[src/verilog/fbw_pkg.sv]
package fbw_pkg;

  typedef logic [31:0] fbw_addr_t;
  typedef logic [31:0] fbw_word_t;

  typedef logic [8:0] line_t;
  typedef logic [9:0] col_t;

  // Pixel view of a FIFO word, fields in bus order
  typedef struct packed {
    logic [6:0] pad_line;
    line_t      line;
    logic [5:0] pad_col;
    col_t       col;
    fbw_word_t  color;
    fbw_word_t  depth;
  } pix_frag_t;

  // Same 96 bits, seen as pixel or as marker
  typedef union packed {
    pix_frag_t   pix;
    logic [95:0] marker;
  } frag_u;

  localparam logic [95:0] FLUSH_MARKER = '1;

  // Depth-test lane states
  typedef enum logic [1:0] {
    LANE_IDLE  = 2'd0,
    LANE_RD_Z  = 2'd1,
    LANE_WR_FB = 2'd2,
    LANE_WR_Z  = 2'd3
  } lane_state_e;

  localparam int FLUSH_WORDS = 4;

endpackage

[src/verilog/fbw_bus_if.sv]
`timescale 1ns/1ps

interface fbw_bus_if;
  import fbw_pkg::*;

  logic      rd_req;
  logic      wr_req;
  fbw_addr_t addr;
  fbw_word_t wr_data;
  logic      cmd_ack;
  logic      cmplt;
  fbw_word_t rd_data;

  // Lanes and flush sequencer
  modport requester (
    output rd_req, wr_req, addr, wr_data,
    input  cmd_ack, cmplt, rd_data
  );

  modport arbiter (
    input  rd_req, wr_req, addr, wr_data,
    output cmd_ack, cmplt, rd_data
  );

endinterface

[src/verilog/frag_dispatch.sv]
`timescale 1ns/1ps

module frag_dispatch #(
  parameter int N_LANES = 2
) (
  input  logic               PLB_clk,
  input  logic               rst,
  input  fbw_pkg::frag_u     fifo_data,
  input  logic               fifo_empty,
  output logic               fifo_rd_en,
  input  logic [N_LANES-1:0] lane_idle,
  output logic [N_LANES-1:0] lane_start,
  output fbw_pkg::pix_frag_t lane_frag,
  input  logic               flush_busy,
  output logic               flush_start
);
  import fbw_pkg::*;

  localparam int SEL_W = (N_LANES > 1) ? $clog2(N_LANES) : 1;

  logic             rd_q;
  logic             pending;
  frag_u            hold;
  logic             is_flush;
  logic [SEL_W-1:0] lane_sel;

  ////////////////////////////////////////
  // FIFO pop and capture

  always_ff @(posedge PLB_clk) begin
    if (rst) begin
      fifo_rd_en <= 1'b0;
      rd_q       <= 1'b0;
      pending    <= 1'b0;
    end else begin
      // Single pop, then wait until the word is handed off
      fifo_rd_en <= !fifo_empty && !fifo_rd_en && !rd_q && !pending;
      rd_q       <= fifo_rd_en;
      if (rd_q) begin
        pending <= 1'b1;
      end else if (flush_start || (|lane_start)) begin
        pending <= 1'b0;
      end
    end
  end

  always_ff @(posedge PLB_clk) begin
    if (rd_q) begin
      hold <= fifo_data;
    end
  end

  ////////////////////////////////////////
  // Decode and steer

  assign is_flush  = (hold.marker == FLUSH_MARKER);
  // Column low bits keep one pixel in one lane
  assign lane_sel  = SEL_W'(hold.pix.col % N_LANES);
  assign lane_frag = hold.pix;

  assign flush_start = pending && is_flush && (&lane_idle) && !flush_busy;

  for (genvar i = 0; i < N_LANES; i++) begin : g_start
    assign lane_start[i] = pending && !is_flush && lane_idle[i] &&
                           (lane_sel == SEL_W'(i));
  end

  a_no_pop_pending: assert property (@(posedge PLB_clk) disable iff (rst)
    pending |-> !fifo_rd_en);

endmodule

[src/verilog/zpix_lane.sv]
`timescale 1ns/1ps

module zpix_lane #(
  parameter logic [8:0] FB_BASE_ADDR = 9'b1001_0000_0
) (
  input  logic               PLB_clk,
  input  logic               rst,
  input  logic               start,
  input  fbw_pkg::pix_frag_t frag,
  input  logic               buf_sel,
  output logic               idle,
  fbw_bus_if.requester       bus
);
  import fbw_pkg::*;

  lane_state_e state;
  pix_frag_t   frag_q;
  logic        z_plane;
  logic        depth_pass;

  assign idle = (state == LANE_IDLE);

  always_ff @(posedge PLB_clk) begin
    if (start && idle) begin
      frag_q <= frag;
    end
  end

  ////////////////////////////////////////
  // Read z, then color and z on a pass

  always_ff @(posedge PLB_clk) begin
    if (rst) begin
      state      <= LANE_IDLE;
      bus.rd_req <= 1'b0;
      bus.wr_req <= 1'b0;
    end else begin
      if (bus.cmd_ack) begin
        bus.rd_req <= 1'b0;
        bus.wr_req <= 1'b0;
      end
      case (state)
        LANE_IDLE: begin
          if (start) begin
            state      <= LANE_RD_Z;
            bus.rd_req <= 1'b1;
          end
        end
        LANE_RD_Z: begin
          if (bus.cmplt) begin
            if (depth_pass) begin
              state      <= LANE_WR_FB;
              bus.wr_req <= 1'b1;
            end else begin
              state <= LANE_IDLE;
            end
          end
        end
        LANE_WR_FB: begin
          if (bus.cmplt) begin
            state      <= LANE_WR_Z;
            bus.wr_req <= 1'b1;
          end
        end
        default: begin
          if (bus.cmplt) begin
            state <= LANE_IDLE;
          end
        end
      endcase
    end
  end

  // Stored depth is only valid with cmplt
  assign depth_pass = (frag_q.depth <= bus.rd_data);

  assign z_plane     = (state != LANE_WR_FB);
  assign bus.addr    = {FB_BASE_ADDR, buf_sel, z_plane, frag_q.line, frag_q.col, 2'b00};
  assign bus.wr_data = (state == LANE_WR_FB) ? frag_q.color : frag_q.depth;

  a_start_when_idle: assert property (@(posedge PLB_clk) disable iff (rst)
    start |-> idle);

endmodule

[src/verilog/flush_seq.sv]
`timescale 1ns/1ps

module flush_seq #(
  parameter logic [8:0]         FB_BASE_ADDR  = 9'b1001_0000_0,
  parameter fbw_pkg::fbw_addr_t FB_CNTL_ADDR  = 32'h40A0_8000,
  parameter fbw_pkg::fbw_addr_t DMA_CNTL_ADDR = 32'hC000_0000
) (
  input  logic         PLB_clk,
  input  logic         rst,
  input  logic         flush_start,
  output logic         flush_busy,
  output logic         buf_sel,
  fbw_bus_if.requester bus
);
  import fbw_pkg::*;

  localparam int IDX_W = $clog2(FLUSH_WORDS);

  logic [IDX_W-1:0] word_idx;
  logic             last_word;

  assign last_word = (word_idx == IDX_W'(FLUSH_WORDS - 1));

  always_ff @(posedge PLB_clk) begin
    if (rst) begin
      flush_busy <= 1'b0;
      buf_sel    <= 1'b0;
      word_idx   <= '0;
      bus.wr_req <= 1'b0;
    end else begin
      if (bus.cmd_ack) begin
        bus.wr_req <= 1'b0;
      end
      if (flush_start && !flush_busy) begin
        flush_busy <= 1'b1;
        word_idx   <= '0;
        bus.wr_req <= 1'b1;
      end else if (flush_busy && bus.cmplt) begin
        if (last_word) begin
          // Swap front and back buffer
          flush_busy <= 1'b0;
          buf_sel    <= ~buf_sel;
        end else begin
          word_idx   <= word_idx + 1'b1;
          bus.wr_req <= 1'b1;
        end
      end
    end
  end

  assign bus.rd_req = 1'b0;

  ////////////////////////////////////////
  // Display reg, then DMA src, dst, len

  always_comb begin
    case (word_idx)
      IDX_W'(0): begin
        bus.addr    = FB_CNTL_ADDR;
        bus.wr_data = {FB_BASE_ADDR, ~buf_sel, 22'b0};
      end
      IDX_W'(1): begin
        bus.addr    = DMA_CNTL_ADDR + 32'd8;
        bus.wr_data = {FB_BASE_ADDR + 9'd1, 1'b1, 22'b0};
      end
      IDX_W'(2): begin
        bus.addr    = DMA_CNTL_ADDR + 32'd12;
        bus.wr_data = {FB_BASE_ADDR, buf_sel, 22'b0};
      end
      default: begin
        bus.addr    = DMA_CNTL_ADDR + 32'd16;
        bus.wr_data = 32'h0040_0000;
      end
    endcase
  end

endmodule

[src/verilog/plb_master_arb.sv]
`timescale 1ns/1ps

module plb_master_arb #(
  parameter int N_LANES = 2
) (
  input  logic               PLB_clk,
  input  logic               rst,
  fbw_bus_if.arbiter         req [N_LANES+1],
  output logic               mst_rd_req,
  output logic               mst_wr_req,
  output fbw_pkg::fbw_addr_t mst_addr,
  output fbw_pkg::fbw_word_t mst_wr_data,
  input  logic               mst_cmd_ack,
  input  logic               mst_cmplt,
  input  fbw_pkg::fbw_word_t mst_rd_data
);
  import fbw_pkg::*;

  localparam int N_REQ = N_LANES + 1;
  localparam int IDX_W = $clog2(N_REQ);

  logic [N_REQ-1:0] req_rd;
  logic [N_REQ-1:0] req_wr;
  fbw_addr_t        req_addr [N_REQ];
  fbw_word_t        req_data [N_REQ];
  logic [N_REQ-1:0] grant;
  logic [IDX_W-1:0] last;
  logic [IDX_W-1:0] pick_idx;
  logic             found;

  for (genvar i = 0; i < N_REQ; i++) begin : g_port
    assign req_rd[i]      = req[i].rd_req;
    assign req_wr[i]      = req[i].wr_req;
    assign req_addr[i]    = req[i].addr;
    assign req_data[i]    = req[i].wr_data;
    assign req[i].cmd_ack = grant[i] & mst_cmd_ack;
    assign req[i].cmplt   = grant[i] & mst_cmplt;
    assign req[i].rd_data = grant[i] ? mst_rd_data : '0;
  end

  ////////////////////////////////////////
  // Round robin, starting after last winner

  always_comb begin
    int idx;
    found    = 1'b0;
    pick_idx = '0;
    for (int k = 1; k <= N_REQ; k++) begin
      idx = (int'(last) + k) % N_REQ;
      if (!found && (req_rd[idx] || req_wr[idx])) begin
        found    = 1'b1;
        pick_idx = IDX_W'(idx);
      end
    end
  end

  always_ff @(posedge PLB_clk) begin
    if (rst) begin
      grant <= '0;
      last  <= IDX_W'(N_REQ - 1);
    end else if (|grant) begin
      if (mst_cmplt) begin
        grant <= '0;
      end
    end else if (found) begin
      grant <= N_REQ'(1) << pick_idx;
      last  <= pick_idx;
    end
  end

  always_comb begin
    mst_rd_req  = 1'b0;
    mst_wr_req  = 1'b0;
    mst_addr    = '0;
    mst_wr_data = '0;
    for (int i = 0; i < N_REQ; i++) begin
      if (grant[i]) begin
        mst_rd_req  = req_rd[i];
        mst_wr_req  = req_wr[i];
        mst_addr    = req_addr[i];
        mst_wr_data = req_data[i];
      end
    end
  end

  a_grant_onehot: assert property (@(posedge PLB_clk) disable iff (rst)
    $onehot0(grant));

  a_rd_wr_excl: assert property (@(posedge PLB_clk) disable iff (rst)
    !(mst_rd_req && mst_wr_req));

endmodule

[src/verilog/fb_writer_top.sv]
`timescale 1ns/1ps

module fb_writer_top #(
  parameter int                 N_LANES       = 2,
  parameter logic [8:0]         FB_BASE_ADDR  = 9'b1001_0000_0,
  parameter fbw_pkg::fbw_addr_t FB_CNTL_ADDR  = 32'h40A0_8000,
  parameter fbw_pkg::fbw_addr_t DMA_CNTL_ADDR = 32'hC000_0000
) (
  input  logic               PLB_clk,
  input  logic               rst,
  input  fbw_pkg::frag_u     fifo_data,
  input  logic               fifo_empty,
  output logic               fifo_rd_en,
  output logic               mst_rd_req,
  output logic               mst_wr_req,
  output fbw_pkg::fbw_addr_t mst_addr,
  output fbw_pkg::fbw_word_t mst_wr_data,
  input  logic               mst_cmd_ack,
  input  logic               mst_cmplt,
  input  fbw_pkg::fbw_word_t mst_rd_data
);
  import fbw_pkg::*;

  logic [N_LANES-1:0] lane_idle;
  logic [N_LANES-1:0] lane_start;
  pix_frag_t          lane_frag;
  logic               flush_busy;
  logic               flush_start;
  logic               buf_sel;

  // Lanes first, flush sequencer on the last index
  fbw_bus_if bus_if [N_LANES+1] ();

  frag_dispatch #(.N_LANES(N_LANES)) u_dispatch (
    .PLB_clk(PLB_clk), .rst(rst),
    .fifo_data(fifo_data), .fifo_empty(fifo_empty), .fifo_rd_en(fifo_rd_en),
    .lane_idle(lane_idle), .lane_start(lane_start), .lane_frag(lane_frag),
    .flush_busy(flush_busy), .flush_start(flush_start)
  );

  for (genvar i = 0; i < N_LANES; i++) begin : g_lane
    zpix_lane #(.FB_BASE_ADDR(FB_BASE_ADDR)) u_lane (
      .PLB_clk(PLB_clk), .rst(rst), .start(lane_start[i]), .frag(lane_frag),
      .buf_sel(buf_sel), .idle(lane_idle[i]), .bus(bus_if[i])
    );
  end

  flush_seq #(
    .FB_BASE_ADDR(FB_BASE_ADDR), .FB_CNTL_ADDR(FB_CNTL_ADDR), .DMA_CNTL_ADDR(DMA_CNTL_ADDR)
  ) u_flush (
    .PLB_clk(PLB_clk), .rst(rst), .flush_start(flush_start),
    .flush_busy(flush_busy), .buf_sel(buf_sel), .bus(bus_if[N_LANES])
  );

  plb_master_arb #(.N_LANES(N_LANES)) u_arb (
    .PLB_clk(PLB_clk), .rst(rst), .req(bus_if),
    .mst_rd_req(mst_rd_req), .mst_wr_req(mst_wr_req),
    .mst_addr(mst_addr), .mst_wr_data(mst_wr_data),
    .mst_cmd_ack(mst_cmd_ack), .mst_cmplt(mst_cmplt), .mst_rd_data(mst_rd_data)
  );

endmodule

[config.mk]
export PLATFORM = sky130hd
export DESIGN_NAME = fb_writer_top
export DESIGN_NICKNAME = d
export VERILOG_FILES = /design/src/verilog/fbw_pkg.sv /design/src/verilog/fbw_bus_if.sv /design/src/verilog/frag_dispatch.sv /design/src/verilog/zpix_lane.sv /design/src/verilog/flush_seq.sv /design/src/verilog/plb_master_arb.sv /design/src/verilog/fb_writer_top.sv
export SDC_FILE = /design/constraint.sdc
export NUM_CORES = 1
export LEC_CHECK = 0
export BUFFER_PORTS_ARGS = -buffer_cell sky130_fd_sc_hd__buf_2
export CORE_ASPECT_RATIO = 0.75
export CORE_UTILIZATION = 57
export DETAILED_ROUTE_END_ITERATION = 8
export GPL_TIMING_DRIVEN = 0
export HOLD_SLACK_MARGIN = 0.05
export MAX_ROUTING_LAYER = met4
export PLACE_DENSITY = 0.81
export SLEW_MARGIN = 25
export SYNTH_ARGS = -nofsm -noshare
export SYNTH_HDL_FRONTEND = slang
export SYNTH_SLANG_ARGS = --single-unit
[constraint.sdc]
create_clock -name PLB_clk -period 3.47 [get_ports PLB_clk]
set_input_delay 0.1735 -clock PLB_clk [delete_from_list [all_inputs] [get_ports PLB_clk]]
set_output_delay 0.1735 -clock PLB_clk [all_outputs]
set_load 0.1 [all_outputs]
==> results.toml <==
[cells_and_area]
seq_area_mm2 = 0.00829
fill_cells = 1349
finalInstanceArea_mm2 = 0.0158
drive_above_1_share_pct = 21.8
fin_nets = 1440
area_growth_syn_to_layout_pct = 26.2
utilization_pct = 74.1
multiInputGateArea_mm2 = 0.00398

[sta]
whs_ps = 132
final.period_utilization_pct = 95.0
max_freq_ghz = 0.303
hold_viol = 0
fin_crit_ps = 3300
setup_viol = 0
worstMarginPinSlew_ps = 840
rsz0062_at_grt = "false"
fin_tns_setup_ps = 0
drv_slew = 0
relSlewSlack_pct = 43.5
fin_worst_skew_ps = 29.8

[yosys]
ys_seq_area_share_pct = 66.1
avgSynthCellArea_um2 = 13.9
synth-seq-cells = 283
yosysWarnings = 0
async_flop_share_pct = 0
synth_most_common_cell = "edfxtp_1"
synthTopCellsByCount = "edfxtp_1, nand2_1, ha_1"
synth.top_cell.area_share_pct = 62.8
syn_inst = 903
synthDistinctLibCells = 61
synth-edff-count = 262
synth_flop_cell = "edfxtp_1"
netlist_area_mm2 = 0.0125
synth.largest_area_cell = "edfxtp_1"
synth_area_leaders = "edfxtp_1, ha_1, mux2i_1, dfxtp_1, nand2_1"

[global_routing]
grt_pass1_vias = 8934
antenna_found_initial = 5
grt_pass1_wl_um = 50900
grt_max_degree = 60
grt.overflow.total = 0
track_usage_pct = 31.3

[power]
p_per_area_mw_per_mm2 = 478
pwr-share-seq_pct = 51.6
ir_drop_v = 0.000478
leakage_nw = 5.78
switching_power_mw = 1.90
sw_frac_of_total_pct = 25.2
power_frac_comb_pct = 11.3
power_frac_clock_pct = 37.2
intPower_mw = 5.65
fin_total_pwr_mw = 7.56

[clock_tree]
clockBufferDepth = 3
path_clk_slew_ps = 70
insertion_delay_ps = 560
h-tree-depth = 1
cts_buffers = 26
cts_root_buffer = "clkbuf_16"
clkSinkCount = 283
cts_setup_buffers = 0
cts_tree = "yes"

[flow_run]
cap_violations = 0

[floorplan]
chipWidth_um = 173
start_util_pct = 58.7
io_pins = 200
core_area_mm2 = 0.0214
rows = 46
die_h_um = 130
die-area_mm2 = 0.0226

[setup_path]
arrival_ps = 3720
crit_top_cell = "clkbuf_4"
crit_required_ps = 3890
slowest_delay_ps = 410
slowest_stage = "dfxtp_2"
crit_path_cell_trace = "buf_4 > clkbuf_4 > clkbuf_4 > nand2_1 > ha_1 > a21oi_1 > o21ai_0 > a221o_1 > o31ai_1 > nand3_1 > a2111oi_2"
critPathKind = "reg -> reg"
startpoint_type = "flip-flop"
cp-end-kind = "flip-flop"
crit_fanout = 10

[routing]
first_pass_iters = 6
wl_um = 34400
vias = 9091
wl_per_cell_um = 22.3
drcViolationCount = 0
ant_nets = 0
viasPerCell = 5.89
drt_iter0_markers = 1105

[placement]
port_buffers = 191
gp_congestion = 0.908
dpl_cell_area_mm2 = 0.0140
dp_hpwl_um = 22500

[outcome]
status = "finished, final reports clean"

[hold_path]
hp-class = "in -> reg"
-- path summary, 6_finish.rpt --
kind / startpoint / cells after the start / slack, ps / endpoint
max: u_arb.grant[1] / 11 / 170 / g_lane[1].u_lane.bus.wr_req
max reg2reg: u_arb.grant[1] / 11 / 170 / g_lane[1].u_lane.bus.wr_req
min reg2reg: u_dispatch.fifo_rd_en / 1 / 460 / u_dispatch.rd_q
min: mst_cmplt / 4 / 130 / u_flush.flush_busy
-- cell type report --
class / count / area share, %
Antenna cell: 6 / 0.0949
Buffer: 44 / 1.44
Clock buffer: 29 / 4.18
Clock inverter: 19 / 1.07
Inverter: 21 / 0.561
Multi-Input combinational cell: 560 / 25.2
Sequential cell: 283 / 52.4
Tap cell: 288 / 2.28
Timing Repair Buffer: 293 / 12.8
-- state kept, by name, indices dropped and copies added (netlist names), 2 cells and up --
name / cells
u_flush.word_idx: 2
u_arb.last: 2
g_lane.u_lane.state: 4
u_dispatch.lane_frag: 96
g_lane.u_lane.frag_q: 128
g_lane.u_lane.bus.wr_req: 2
g_lane.u_lane.bus.rd_req: 2
g_lane.u_lane.bus.addr: 38
u_arb.grant: 3
-- power by group through the flow --
stage | Clock, mW | Sequential, mW | Combinational [mW]
after floorplan | 0 | 3.96 | 0.519
after global placement | 0 | 3.98 | 0.707
after detailed placement | 0 | 3.97 | 0.740
after CTS | 2.81 | 3.89 | 0.832
after global routing | 2.95 | 3.90 | 0.907
final | 2.81 | 3.90 | 0.851
-- cells by family (layout without fill, tap and decap cells) --
family	after synthesis	count (layout)	share of synthesized area, %
other	1	13	0.0299
multiplexers	67	67	5.35
adder cells (fa/ha/maj)	80	80	7.95
AND/OR/NAND/NOR	261	261	10.3
flip-flops	283	283	66.1
AO/OA/AOI/OAI	143	143	7.78
buffers and inverters	66	406	2.32
XOR/XNOR	2	2	0.140
-- through the flow --
| step | instances | setup WS, ps |
|---|---|---|
| 6_report | 1543 | 172 |
| 5_1_grt | 1542 | 36.1 |
| 4_1_cts | 1537 | 63.5 |
| 3_5_place_dp | 1391 | -644 |
| 3_3_place_gp | 1388 | -845 |
| 2_1_floorplan | 909 | 241 |
-- routing by layer --
metal	global-route usage, %	vias up	wire length, µm
met5	-	-	0
met4	9.32	0	899
met3	5.18	62	3290
met2	49.4	505	15900
met1	42.4	4394	14200
li1	-	4130	-
-- critical path, delay by kind of cell, from the launching register on --
kind                     cells  cell delay, ps
AO/OA/AOI/OAI                5            1350
buffers and inverters        3             790
flip-flops                   1             410
AND/OR/NAND/NOR              2             330
adder cells (fa/ha/maj)      1             300
-- placed cells by master, fill, tap and decap left out, types with 10 or more instances in the layout --
cell and n:
nand3_1 13, buf_2 202, mux2i_1 67, nor2b_1 34, nand2_1 95, clkbuf_16 26, ha_1 78, o22ai_1 33
nand4_1 38, a22oi_1 21, clkbuf_1 19, edfxtp_1 262, nor3_1 10, inv_1 17, dfxtp_1 19, a21oi_1 38
nor2_1 43, dlygate4sd3_1 99
-- what timing repair did --
action                                  in CTS  in global routing
endpoints found under the setup margin       3                  4
resized for setup                            7                  9
endpoints found under the hold margin       99                  0
hold buffers                                99                  0
No activity file was read; power rests on OpenSTA's default activity.
